**src/common/msk_tx_pkg.sv**
```systemverilog
`default_nettype none

package msk_tx_pkg;

   ////////////////////////////////
   // widths and levels

   parameter int word_w  = 32;    // ping-pong buffer word
   parameter int addr_w  = 14;    // buffer address, covers both banks
   parameter int iq_w    = 9;     // one DAC channel, signed
   parameter int msk_amp = 200;   // |level| for a 1 or a 0 bit

   ////////////////////////////////
   // types

   typedef logic [word_w-1:0] tx_word_t;

   // burst controller states
   typedef enum logic [1:0] {
      st_idle = 2'd0,   // waiting for a qualified slot
      st_load = 2'd1,   // bank picked, first word addressed
      st_send = 2'd2,   // words streaming out
      st_tail = 2'd3    // last bit gone, enable still held
   } tx_state_e;

   // one serialized bit, serializer -> mapper
   typedef struct packed {
      logic value;      // bit level, MSB first
      logic valid;      // first clock of the bit only
      logic first;      // bit 0 of a burst
   } bit_strobe_t;

   // offset I/Q pair, also the 18 bit DAC word
   typedef struct packed {
      logic signed [iq_w-1:0] i;
      logic signed [iq_w-1:0] q;
   } iq_sample_t;

endpackage

`default_nettype wire

```
**src/hw/tx_ctrl.sv**
```systemverilog
`timescale 1ns/1ps
`default_nettype none

module tx_ctrl import msk_tx_pkg::*; #(
   parameter int unsigned burst_words = 40,
   parameter int unsigned pong_base   = 6000,
   parameter int unsigned tail_cycles = 200000
) (
   input  wire        clk_50m,
   input  wire        cfg_rst,

   input  wire        slot_interrupt_i,   // single clock pulse
   input  wire        dsp_start_send_i,   // qualifies the slot
   input  wire        word_done_i,        // last clock of a word's bit 31

   output logic [addr_w-1:0] read_addr_o,
   output logic       word_load_o,        // one clock, address already valid
   output logic       burst_active_o      // first bit .. end of tail
);

   localparam int cnt_w  = $clog2(burst_words + 1);
   localparam int tail_w = $clog2(tail_cycles + 1);

   tx_state_e         state_q;
   logic              bank_q;        // 0: next burst reads bank 0
   logic [cnt_w-1:0]  word_cnt_q;    // words handed to the serializer
   logic [tail_w-1:0] tail_cnt_q;

   logic slot_ok;
   logic all_loaded;
   logic last_load;

   ////////////////////////////////
   // slot qualify, word bookkeeping

   assign slot_ok    = slot_interrupt_i & dsp_start_send_i;
   assign all_loaded = (word_cnt_q == cnt_w'(burst_words));       // no more reloads
   assign last_load  = (word_cnt_q == cnt_w'(burst_words - 1));   // load in flight is the last

   ////////////////////////////////
   // burst FSM

   always_ff @(posedge clk_50m or posedge cfg_rst) begin
      if (cfg_rst) begin
         state_q        <= st_idle;
         bank_q         <= 1'b0;
         read_addr_o    <= '0;
         word_cnt_q     <= '0;
         tail_cnt_q     <= '0;
         word_load_o    <= 1'b0;
         burst_active_o <= 1'b0;
      end
      else begin
         word_load_o <= 1'b0;   // pulse by default

         case (state_q)
            st_idle: begin
               // slot pulses outside idle are dropped, bank untouched
               if (slot_ok) begin
                  state_q     <= st_load;
                  read_addr_o <= bank_q ? addr_w'(pong_base) : '0;   // ping or pong
                  bank_q      <= ~bank_q;                            // other half next time
                  word_cnt_q  <= '0;
               end
            end

            st_load: begin
               word_load_o <= 1'b1;   // first word, 2 clocks after the slot
               state_q     <= st_send;
            end

            st_send: begin
               if (word_load_o) begin
                  word_cnt_q     <= word_cnt_q + 1'b1;
                  burst_active_o <= 1'b1;   // lines up with the first strobe
                  if (!last_load) begin
                     read_addr_o <= read_addr_o + 1'b1;   // stays on last word at the end
                  end
               end

               if (word_done_i) begin
                  if (all_loaded) begin
                     state_q    <= st_tail;
                     tail_cnt_q <= '0;
                  end
                  else begin
                     word_load_o <= 1'b1;   // next word, no gap between bits
                  end
               end
            end

            st_tail: begin
               // enable window after the final bit
               if (tail_cnt_q == tail_w'(tail_cycles)) begin
                  state_q        <= st_idle;
                  burst_active_o <= 1'b0;
               end
               else begin
                  tail_cnt_q <= tail_cnt_q + 1'b1;
               end
            end

            default: state_q <= st_idle;
         endcase
      end
   end

endmodule

`default_nettype wire

```
**src/msk/word_serializer.sv**
```systemverilog
`timescale 1ns/1ps
`default_nettype none

module word_serializer import msk_tx_pkg::*; #(
   parameter int unsigned bit_cycles = 2344
) (
   input  wire         clk_50m,
   input  wire         cfg_rst,

   input  wire         word_load_i,   // capture send_data_i now
   input  tx_word_t    send_data_i,

   output bit_strobe_t bit_o,         // registered, 1 clock after load
   output logic        word_done_o    // last clock of bit 31
);

   localparam int tmr_w = $clog2(bit_cycles + 1);

   logic [tmr_w-1:0] tmr_q;     // clock within the current bit
   logic [4:0]       idx_q;     // bit index, 0 = MSB
   logic             active_q;  // a word is being shifted
   tx_word_t         sr_q;      // bits still to go, next at MSB

   logic             bit_end;
   logic             bit_start;
   logic [tmr_w-1:0] tmr_nxt;

   assign bit_end     = (tmr_q == tmr_w'(bit_cycles - 1));
   assign bit_start   = (tmr_q == '0);
   assign tmr_nxt     = bit_end ? '0 : tmr_q + 1'b1;   // wrap at bit_cycles
   assign word_done_o = active_q & bit_end & (idx_q == 5'd31);

   ////////////////////////////////
   // bit timer and strobe

   always_ff @(posedge clk_50m or posedge cfg_rst) begin
      if (cfg_rst) begin
         tmr_q    <= '0;
         idx_q    <= '0;
         active_q <= 1'b0;
         bit_o    <= '0;
      end
      else begin
         bit_o.valid <= 1'b0;
         bit_o.first <= 1'b0;
         if (word_load_i) begin
            active_q    <= 1'b1;
            idx_q       <= '0;
            tmr_q       <= tmr_nxt;                   // tmr_q is 0 here
            bit_o.value <= send_data_i[word_w-1];   // MSB first
            bit_o.valid <= 1'b1;
            bit_o.first <= ~active_q;                 // load out of idle starts a burst
         end
         else if (active_q) begin
            if (bit_start && idx_q == 5'd31) begin
               active_q <= 1'b0;   // no reload came, burst over
               tmr_q    <= '0;
            end
            else begin
               tmr_q <= tmr_nxt;
               if (bit_start) begin
                  idx_q       <= idx_q + 1'b1;
                  bit_o.value <= sr_q[word_w-1];
                  bit_o.valid <= 1'b1;
               end
            end
         end
      end
   end

   // shift register, payload only
   always_ff @(posedge clk_50m) begin
      if (word_load_i) begin
         sr_q <= {send_data_i[word_w-2:0], 1'b0};   // MSB already out
      end
      else if (active_q && bit_start) begin
         sr_q <= {sr_q[word_w-2:0], 1'b0};
      end
   end

endmodule

`default_nettype wire

```
**src/msk/msk_mapper.sv**
```systemverilog
`timescale 1ns/1ps
`default_nettype none

module msk_mapper import msk_tx_pkg::*; (
   input  wire         clk_50m,
   input  wire         cfg_rst,

   input  bit_strobe_t bit_i,            // from the serializer
   input  wire         burst_active_i,   // DAC window from the controller

   output iq_sample_t  dac_out_o,        // {i, q}, 18 bits
   output logic        tx_en_o
);

   localparam logic signed [iq_w-1:0] amp_pos = iq_w'(msk_amp);
   localparam logic signed [iq_w-1:0] amp_neg = -amp_pos;

   iq_sample_t             iq_q;      // held channel levels
   logic                   q_sel_q;   // 0: next bit goes to I
   logic signed [iq_w-1:0] lvl;

   assign lvl = bit_i.value ? amp_pos : amp_neg;   // 1 -> +amp, 0 -> -amp

   ////////////////////////////////
   // offset I/Q, even bits on I, odd bits on Q

   always_ff @(posedge clk_50m or posedge cfg_rst) begin
      if (cfg_rst) begin
         iq_q    <= '0;
         q_sel_q <= 1'b0;
         tx_en_o <= 1'b0;
      end
      else begin
         tx_en_o <= burst_active_i;
         if (!burst_active_i) begin
            iq_q    <= '0;     // DAC idles at zero outside the window
            q_sel_q <= 1'b0;
         end
         else if (bit_i.valid) begin
            // other channel keeps its level
            if (bit_i.first || !q_sel_q) begin
               iq_q.i  <= lvl;    // bit 0 of a burst always on I
               q_sel_q <= 1'b1;
            end
            else begin
               iq_q.q  <= lvl;
               q_sel_q <= 1'b0;
            end
         end
      end
   end

   assign dac_out_o = iq_q;

endmodule

`default_nettype wire

```
**src/hw/msk_tx_top.sv**
```systemverilog
`timescale 1ns/1ps
`default_nettype none

module msk_tx_top import msk_tx_pkg::*; #(
   parameter int unsigned bit_cycles  = 2344,     // 50 MHz clocks per bit
   parameter int unsigned burst_words = 40,       // words read per slot
   parameter int unsigned pong_base   = 6000,     // second bank start
   parameter int unsigned tail_cycles = 200000    // enable hold after last bit, 4 ms
) (
   input  wire        clk_50m,
   input  wire        cfg_rst,

   input  wire        slot_interrupt_i,   // one clock pulse per slot
   input  wire        dsp_start_send_i,   // level, DSP has filled the buffer
   input  tx_word_t   send_data_i,        // word at read_addr_o, no latency

   output logic [addr_w-1:0] read_addr_o,
   output iq_sample_t dac_out_o,          // {i, q}
   output logic       tx_en_o
);

   ////////////////////////////////
   // internal nets

   logic        word_load;      // ctrl -> serializer
   logic        word_done;      // serializer -> ctrl
   logic        burst_active;   // first bit through end of tail
   bit_strobe_t bit_strb;

   ////////////////////////////////
   // burst control, ping-pong addressing

   tx_ctrl #(
      .burst_words (burst_words),
      .pong_base   (pong_base),
      .tail_cycles (tail_cycles)
   ) u_tx_ctrl (
      .clk_50m          (clk_50m),
      .cfg_rst          (cfg_rst),
      .slot_interrupt_i (slot_interrupt_i),
      .dsp_start_send_i (dsp_start_send_i),
      .word_done_i      (word_done),
      .read_addr_o      (read_addr_o),
      .word_load_o      (word_load),
      .burst_active_o   (burst_active)
   );

   ////////////////////////////////
   // word -> bits, MSB first

   word_serializer #(
      .bit_cycles (bit_cycles)
   ) u_word_serializer (
      .clk_50m     (clk_50m),
      .cfg_rst     (cfg_rst),
      .word_load_i (word_load),
      .send_data_i (send_data_i),
      .bit_o       (bit_strb),
      .word_done_o (word_done)
   );

   // bits -> offset I/Q levels on the DAC
   msk_mapper u_msk_mapper (
      .clk_50m        (clk_50m),
      .cfg_rst        (cfg_rst),
      .bit_i          (bit_strb),
      .burst_active_i (burst_active),
      .dac_out_o      (dac_out_o),
      .tx_en_o        (tx_en_o)
   );

endmodule

`default_nettype wire

```
**config.mk**
```make
export PLATFORM = sky130hd
export DESIGN_NAME = msk_tx_top
export DESIGN_NICKNAME = d
export VERILOG_FILES = /design/src/common/msk_tx_pkg.sv /design/src/hw/tx_ctrl.sv /design/src/msk/word_serializer.sv /design/src/msk/msk_mapper.sv /design/src/hw/msk_tx_top.sv
export SDC_FILE = /design/constraint.sdc
export NUM_CORES = 1
export LEC_CHECK = 0
export BUFFER_PORTS_ARGS = -buffer_cell sky130_fd_sc_hd__buf_2
export CAP_MARGIN = 25
export CORE_ASPECT_RATIO = 0.6
export CORE_MARGIN = 3
export CORE_UTILIZATION = 45
export DETAILED_ROUTE_END_ITERATION = 6
export PLACE_DENSITY = 0.71
export RECOVER_POWER = 25
export SETUP_SLACK_MARGIN = 0.02
export SYNTH_ARGS = -nofsm -noshare
export SYNTH_HDL_FRONTEND = slang
export SYNTH_HIERARCHICAL = 1
export SYNTH_SLANG_ARGS = --single-unit
```
**constraint.sdc**
```tcl
create_clock -name clk_50m -period 2.7 [get_ports clk_50m]
set_input_delay 0.27 -clock clk_50m [delete_from_list [all_inputs] [get_ports clk_50m]]
set_output_delay 0.27 -clock clk_50m [all_outputs]
set_load 0.02 [all_outputs]
```
==> metrics.csv, run 1 <==
stage;metric;value;unit
status;status;finished, final reports clean;
global_route;largest net degree at the start of global routing;49;
setup_path;WP buf/inv;1;
routing;via count;4240;
placement;post-DP HPWL;8260;um
cells_and_area;Final Util;53.8;%
routing;routed len/inst;15.9;um
synth;Syn Area/Cell;10.7;um2
cells_and_area;share of cells above drive strength 1;23.5;%
global_route;first-pass GRT wire length;19900;um
worst_hold_path;HP Class;primary input to flip-flop;
cts;CTS tree;done;
setup_path;Crit Path Class;flip-flop to flip-flop;
cts;CTS Buf Count;9;
cts;clk sinks;103;
cts;H-tree depth;3;
synth;number of synthesized register bits;103;
sta;RSZ-0062 raised after global routing;no;
placement;Port Buffers;62;
flow_run;Max Cap Viol;0;
synth;EDFF count, synth;31;
die;Initial Util;47.4;%
synth;Post-Synthesis Cells;515;
sta;final hold violations;0;
die;# IOs;69;
global_route;antenna violations before repair;0;
die;Rows;30;
cts;clock buffer depth;2;
power_and_ir_drop;Max IR drop VDD;0.297;mV
cts;clk root buf;clkbuf_16;
sta;Max Freq;411;MHz
routing;drt pass-1 iters;5;
routing;vias per cell;5.75;
global_route;total global routing track utilization;17.9;%
cts;clk slew on worst S/H paths;70;ps
sta;Slew Viols, Final;0;
routing;final wirelength;11700;um
synth;yosys warns;6;
sta;Slew headroom;28.1;%
synth;sequential-to-total area share from yosys stat;49.7;%
die;die width;149;um
global_route;number of global-route vias before repair;4055;
sta;Tcrit/Tclk final;90.1;%
setup_path;CP Capture Type;flip-flop;
placement;placer congestion estimate;0.912;
global_route;Overflow after GRT;0;
die;Die Height;91.7;um
cells_and_area;layout filler cell count;1018;
sta;Clock Skew;7.67;ps
synth;Synth Cell Area;0.00550;mm2
setup_path;Critical Path Fanout Max;11;
synth;Synth cell types;70;
setup_path;crit path DAT;2640;ps
cts;# Post-CTS Setup Buffers;0;
setup_path;CP Cell Sequence;ha_1, and3_1, ha_1, nand2_1, nor3_1, nand2_1, o32a_2, buf_4, o211ai_1, o21ai_0;
die;full die area;0.0136;mm2
die;Core Footprint;0.0116;mm2
sta;Worst Tran Pin Value;1080;ps
setup_path;CP Launch Type;flip-flop;
routing;initial DRC count;367;
cells_and_area;P&R area growth vs syn;13.3;%
synth;asr flop ratio synth;69.9;%
setup_path;Slowest-stage cell, CP;o32a_2;
power_and_ir_drop;P per Cell Area;466;mW/mm2
power_and_ir_drop;Pleak;0.00281;uW
setup_path;delay-heaviest family, CP;compound AO/OA/AOI/OAI gates;
setup_path;worst path required time;2910;ps
placement;pre-CTS setup slack;206;ps
routing;post-route antenna net violation count;0;
sta;setup total negative slack;0;ps
synth;Main synth FF type;dfrtp_1;
cells_and_area;nets@finish;623;
setup_path;critical path's largest stage delay;460;ps
routing;DRC Markers;0;
sta;setup ws final;267;ps
sta;Final min period;2430;ps
power_and_ir_drop;Tot Pwr;2910;uW
cts;Worst-Skew Late Latency;350;ps
cells_and_area;diodes inserted;0;
sta;final setup violation count;0;
cell usage after synthesis, types with 5 or more instances:
cell type	count	area, um2
dfrtp_1	72	1800
nand3_1	33	165
edfxtp_1	31	931
mux2_2	31	349
nand2_1	31	116
o21ai_0	26	130
nor2_1	25	93.8
a21oi_1	21	105
inv_1	19	71.3
clkbuf_1	15	56.3
ha_1	14	175
and3_1	12	75.1
buf_4	12	90.1
nor3_1	12	60.1
nand4_1	11	68.8
xnor2_1	9	78.8
a31oi_1	8	50.1
o31ai_1	8	60.1
mux2i_1	7	70.1
nor2b_1	7	43.8
and4_1	6	52.6
o41ai_1	6	52.6
or3_1	6	37.5
nand2b_1	5	31.3
o22a_1	5	43.8
or4_1	5	37.5
layout by cell type (no fill, tap or decap), drive strengths merged, types with 6 or more instances in the layout:
master	count
and4	6
clkbuf	15
nor2	26
o41ai	6
o21ai	26
or3	7
edfxtp	31
and3	13
xnor2	9
a21oi	21
nor2b	7
nor3	12
mux2i	7
conb	6
nand2	31
a31oi	8
nand3	33
inv	19
ha	14
o31ai	8
buf	71
mux2	31
dfrtp	72
nand4	13
logic make-up (layout without fill, tap and decap cells):
group                    Yosys count  after routing  share of synthesized area, %
AO/OA/AOI/OAI                    113            113                          14.2
XOR/XNOR                          11             11                          1.75
adder cells (fa/ha/maj)           14             14                          3.18
buffers and inverters             52            110                          4.71
flip-flops                       103            103                          49.7
multiplexers                      38             38                          7.62
other                              1              6                        0.0681
AND/OR/NAND/NOR                  183            183                          18.8
state kept, by name, summed over array words and instances (netlist names):
| signal | flops |
|---|---|
| u_msk_mapper/dac_out_o | 6 |
| u_msk_mapper/q_sel_q | 1 |
| u_msk_mapper/tx_en_o | 1 |
| u_tx_ctrl/bank_q | 1 |
| u_tx_ctrl/burst_active_o | 1 |
| u_tx_ctrl/read_addr_o | 14 |
| u_tx_ctrl/state_q | 2 |
| u_tx_ctrl/tail_cnt_q | 18 |
| u_tx_ctrl/word_cnt_q | 6 |
| u_tx_ctrl/word_load_o | 1 |
| u_word_serializer/active_q | 1 |
| u_word_serializer/bit_o | 3 |
| u_word_serializer/idx_q | 5 |
| u_word_serializer/sr_q | 31 |
| u_word_serializer/tmr_q | 12 |
metrics by stage:
step	hold WS (ps)	instances	cell area (um2)
2_1_floorplan	85.7	520	5530
3_3_place_gp	254	721	5940
3_5_place_dp	256	721	5940
4_1_cts	120	738	6240
5_1_grt	140	738	6240
6_report	134	738	6240
path summary, 6_finish.rpt:
check / startpoint / to / slack (ps) / depth (start not counted)
max in group asynchronous: cfg_rst / u_tx_ctrl/word_load_o$_DFF_PP0_ / 1120 / 4
hold reg to reg: u_msk_mapper/dac_out_o[12]$_DFFE_PP0P_ / u_msk_mapper/dac_out_o[12]$_DFFE_PP0P_ / 500 / 2
hold / removal: send_data_i[31] / u_word_serializer/bit_o[2]$_DFFE_PP0P_ / 130 / 3
min in group asynchronous: cfg_rst / u_msk_mapper/dac_out_o[16]$_DFFE_PP0P_ / 440 / 3
setup / recovery: u_word_serializer/idx_q[0]$_DFFE_PP0P_ / u_tx_ctrl/tail_cnt_q[9]$_DFFE_PP0P_ / 270 / 10
setup reg to reg: u_word_serializer/idx_q[0]$_DFFE_PP0P_ / u_tx_ctrl/tail_cnt_q[9]$_DFFE_PP0P_ / 270 / 10
routing by layer:
layer | GRT usage [%] | share of wire (%) | vias up
li1 | - | - | 2022
met1 | 25.7 | 49 | 2048
met2 | 26.3 | 43 | 157
met3 | 5.48 | 7.1 | 13
met4 | 4.95 | 0.99 | 0
met5 | 0 | 0 | -
report_power, final:
group,internal (uW),switching (uW)
clock network,678,574
registers,1600,0
logic,19.3,36.5
total,2300,611
final cells by class:
type / count / area, um2 / area share (%)
flip-flops and latches: 103 / 2730 / 43.8
multi-input cells: 365 / 2540 / 40.7
repair buffers: 75 / 405 / 6.50
clock buffers: 12 / 256 / 4.11
well taps: 160 / 200 / 3.21
inverters: 19 / 71.3 / 1.14
clock inverters: 4 / 31.3 / 0.502
repair_timing:
item / CTS / global route
resized for setup: 0 / 2
endpoints found under the setup margin: 0 / 5
hold buffers: 1 / 0
endpoints found under the hold margin: 8 / 0
worst register-to-register path, delay by kind of cell (launching register included):
kind / cells / cell delay, ps
AO/OA/AOI/OAI: 3 / 760
AND/OR/NAND/NOR: 4 / 570
flip-flops: 1 / 390
adder cells (fa/ha/maj): 2 / 380
buffers and inverters: 1 / 200
No activity file was read; power rests on OpenSTA's default activity.
==> run 2: changes to the inputs <==
- BUFFER_PORTS_ARGS: -buffer_cell sky130_fd_sc_hd__buf_2 -> -buffer_cell sky130_fd_sc_hd__clkbuf_2
==> run 2 against run 1 <==
  * Power fell by 0.19%
  * Clock power about the same
  * Sequential power barely moved
  * Non-clock buffer count down 2
  * Largest cell class unchanged
  * Cell count down 0.27%
  * Count of clock-buffer cells in the layout is 2 lower
  * Routed wire length rose by 0.84%
  * Worst hold slack improved by 5.6 ps
  * Critical endpoint is now u_tx_ctrl/tail_cnt_q[2]$_DFFE_PP0P_
  * Critical path type unchanged
  * Setup slack got worse by 120 ps
  * Die area unchanged
==> metrics.csv, run 2 (synthesis results as in run 1) <==
stage;metric;value;unit;change
routing;WL met2;5040;um;was 5060 um
cells_and_area;nets@finish;621;;was 623
die;# IOs;69;;unchanged
sta;Slew Viols, Final;0;;unchanged
setup_path;CP Launch Type;flip-flop;;unchanged
placement;Port Buffers;62;;unchanged
global_route;largest net degree at the start of global routing;49;;unchanged
sta;final setup violation count;0;;unchanged
setup_path;crit path capture;u_tx_ctrl/tail_cnt_q[2]$_DFFE_PP0P_;;was u_tx_ctrl/tail_cnt_q[9]$_DFFE_PP0P_
power_and_ir_drop;Pleak;0.00271;uW;was 0.00281 uW
setup_path;worst path required time;2920;ps;was 2910 ps
routing;post-route antenna net violation count;0;;unchanged
routing;DRC Markers;0;;unchanged
cts;clk slew on worst S/H paths;70;ps;about the same
setup_path;Reg2Reg Capture Point;u_tx_ctrl/tail_cnt_q[2]$_DFFE_PP0P_;;was u_tx_ctrl/tail_cnt_q[9]$_DFFE_PP0P_
sta;Worst Tran Pin Value;1070;ps;was 1080 ps
routing;final wirelength;11800;um;was 11700 um
routing;DRT met1 WL;5890;um;was 5720 um
die;Initial Util;47.4;%;unchanged
die;full die area;0.0136;mm2;unchanged
cts;H-tree depth;3;;unchanged
cells_and_area;largest registers;u_word_serializer/sr_q (31), u_tx_ctrl/tail_cnt_q (18), u_tx_ctrl/read_addr_o (14);;unchanged
cts;clock buffer depth;2;;unchanged
setup_path;delay-heaviest family, CP;compound AO/OA/AOI/OAI gates;;unchanged
setup_path;reg-to-reg startpoint;u_word_serializer/idx_q[0]$_DFFE_PP0P_;;unchanged
global_route;number of global-route vias before repair;3931;;was 4055
sta;Slew headroom;28.9;%;was 28.1%
power_and_ir_drop;Tot Pwr;2900;uW;was 2910 uW
setup_path;Crit. Startpoint;u_word_serializer/idx_q[0]$_DFFE_PP0P_;;unchanged
setup_path;crit path DAT;2770;ps;was 2640 ps
setup_path;r2r setup slk;150;ps;was 270 ps
sta;setup total negative slack;0;ps;unchanged
routing;routed len/inst;16.1;um;was 15.9 um
sta;setup ws final;152;ps;was 267 ps
global_route;total global routing track utilization;17.8;%;was 17.9%
status;status;finished, final reports clean;;unchanged
die;Rows;30;;unchanged
setup_path;CP Cell Sequence;ha_1, and3_1, ha_1, nand2_1, nor3_1, nand2_1, o32ai_1, o211a_1, o21ai_0;;was ha_1, and3_1, ha_1, nand2_1, nor3_1, nand2_1, o32a_2, buf_4, o211ai_1, o21ai_0
power_and_ir_drop;switching portion of total power;22.1;%;was 21.0%
power_and_ir_drop;P_int;2260;uW;was 2300 uW
power_and_ir_drop;P per Cell Area;470;mW/mm2;was 466 mW/mm2
cells_and_area;P&R area growth vs syn;12.2;%;was 13.3%
routing;drt pass-1 iters;6;;was 5
power_and_ir_drop;Clk network pwr share;42.9;%;was 43.1%
sta;final hold violations;0;;unchanged
setup_path;Slowest-stage cell, CP;o32ai_1;;was o32a_2
setup_path;critical path depth;9;;was 10
power_and_ir_drop;combinational share of power;2.0;%;was 1.9%
cts;clk sinks;103;;unchanged
placement;post-DP HPWL;8290;um;was 8260 um
cells_and_area;share of cells above drive strength 1;18.8;%;was 23.5%
cells_and_area;register bank with the most flops;u_word_serializer/sr_q;;unchanged
routing;max layer used;met4;;unchanged
cells_and_area;layout filler cell count;1037;;was 1018
cells_and_area;leading cell type in the layout, fill and taps excluded;dfrtp_1;;unchanged
die;die width;149;um;unchanged
setup_path;Critical Path Fanout Max;5;;was 11
routing;vias per cell;5.71;;was 5.75
routing;DR WL met3;808;um;was 831 um
setup_path;CP Capture Type;flip-flop;;unchanged
cts;Worst-Skew Late Latency;350;ps;about the same
placement;pre-CTS setup slack;153;ps;was 206 ps
cells_and_area;commonest cells after routing, fill and taps aside;dfrtp_1 (71), clkbuf_2 (36), nand3_1 (33);;was dfrtp_1 (71), buf_2 (60), nand3_1 (33)
die;Core Footprint;0.0116;mm2;unchanged
sta;RSZ-0062 raised after global routing;yes;;was no
cells_and_area;Largest register FFs;31;;unchanged
routing;initial DRC count;345;;was 367
global_route;first-pass GRT wire length;19900;um;about the same
flow_run;Max Cap Viol;0;;unchanged
placement;placer congestion estimate;0.905;;was 0.912
cells_and_area;diodes inserted;0;;unchanged
power_and_ir_drop;Reg power frac;55.1;%;was 55.0%
worst_hold_path;HP Class;primary input to flip-flop;;unchanged
power_and_ir_drop;Max IR drop VDD;0.325;mV;was 0.297 mV
sta;Clock Skew;9.61;ps;was 7.67 ps
setup_path;critical path's largest stage delay;690;ps;was 460 ps
cts;clk root buf;clkbuf_16;;unchanged
cts;CTS tree;done;;unchanged
cts;CTS Buf Count;9;;unchanged
setup_path;Crit Path Class;flip-flop to flip-flop;;unchanged
sta;Tcrit/Tclk final;94.4;%;was 90.1%
global_route;Overflow after GRT;0;;unchanged
sta;Final min period;2550;ps;was 2430 ps
sta;Max Freq;392;MHz;was 411 MHz
power_and_ir_drop;Net Sw Power;640;uW;was 611 uW
setup_path;WP buf/inv;0;;was 1
die;Die Height;91.7;um;unchanged
setup_path;reg2reg path depth;9;;was 10
global_route;antenna violations before repair;0;;unchanged
routing;via count;4201;;was 4240
run 2: repair_timing:
action / in CTS / in global routing
hold endpoints to repair: 20 / 0
gates resized for setup: 0 / 1
endpoints found under the setup margin: 0 / 2
buffers inserted: 0 / 0
hold buffers: 1 / 0
run 2: power by group through the flow:
stage | Combinational, uW | Clock [uW] | Sequential (uW)
after global placement | 57.1 | 0 | 1630
after detailed placement | 59.1 | 0 | 1630
after global routing | 67.6 | 1350 | 1600
after CTS | 60.4 | 1280 | 1600
after floorplan | 30.3 | 0 | 1630
final | 58.2 | 1250 | 1600
run 2: how the worst min path moves through the flow:
stage               slack (ps)  cells past startpoint            start                                endpoint
detailed placement         250                      2          cfg_rst  u_msk_mapper/dac_out_o[14]$_DFFE_PP0P_
global placement           240                      2          cfg_rst  u_msk_mapper/dac_out_o[16]$_DFFE_PP0P_
finish                     140                      3  send_data_i[31]  u_word_serializer/bit_o[2]$_DFFE_PP0P_
floorplan                   90                      1          cfg_rst  u_msk_mapper/dac_out_o[12]$_DFFE_PP0P_
global route               140                      3  send_data_i[31]  u_word_serializer/bit_o[2]$_DFFE_PP0P_
CTS                        140                      3  send_data_i[31]  u_word_serializer/bit_o[2]$_DFFE_PP0P_
run 2: per-layer routing:
layer  global-route usage, %  vias up
met5                       0        -
met1                    27.1     2041
met4                    3.50        0
met2                    25.0      127
li1                        -     2020
met3                    5.38       13
run 2: metrics by stage:
stage          instance area [um2]  util [%]  std cells  hold WS [ps]
3_5_place_dp                  5920      51.1        719           245
6_report                      6180      53.2        736           140
4_1_cts                       6220      53.6        736           137
5_1_grt                       6180      53.2        736           144
3_3_place_gp                  5920      51.1        719           237
2_1_floorplan                 5530         -        520          85.7
run 2: worst register-to-register path: stages (launching register included):
cell and delay (ps):
dfrtp_1 390, ha_1 170, and3_1 160, ha_1 210
nand2_1 60, nor3_1 250, nand2_1 170, o32ai_1 690
o211a_1 250, o21ai_0 80
run 2: layout make-up:
class | count | area (um2) | share of cell area [%]
Clock buffer | 10 | 229 | 3.71
Clock inverter | 6 | 52.6 | 0.851
Inverter | 19 | 71.3 | 1.15
Multi-Input combinational cell | 365 | 2530 | 41.0
Sequential cell | 103 | 2730 | 44.3
Tap cell | 160 | 200 | 3.24
Timing Repair Buffer | 73 | 359 | 5.81
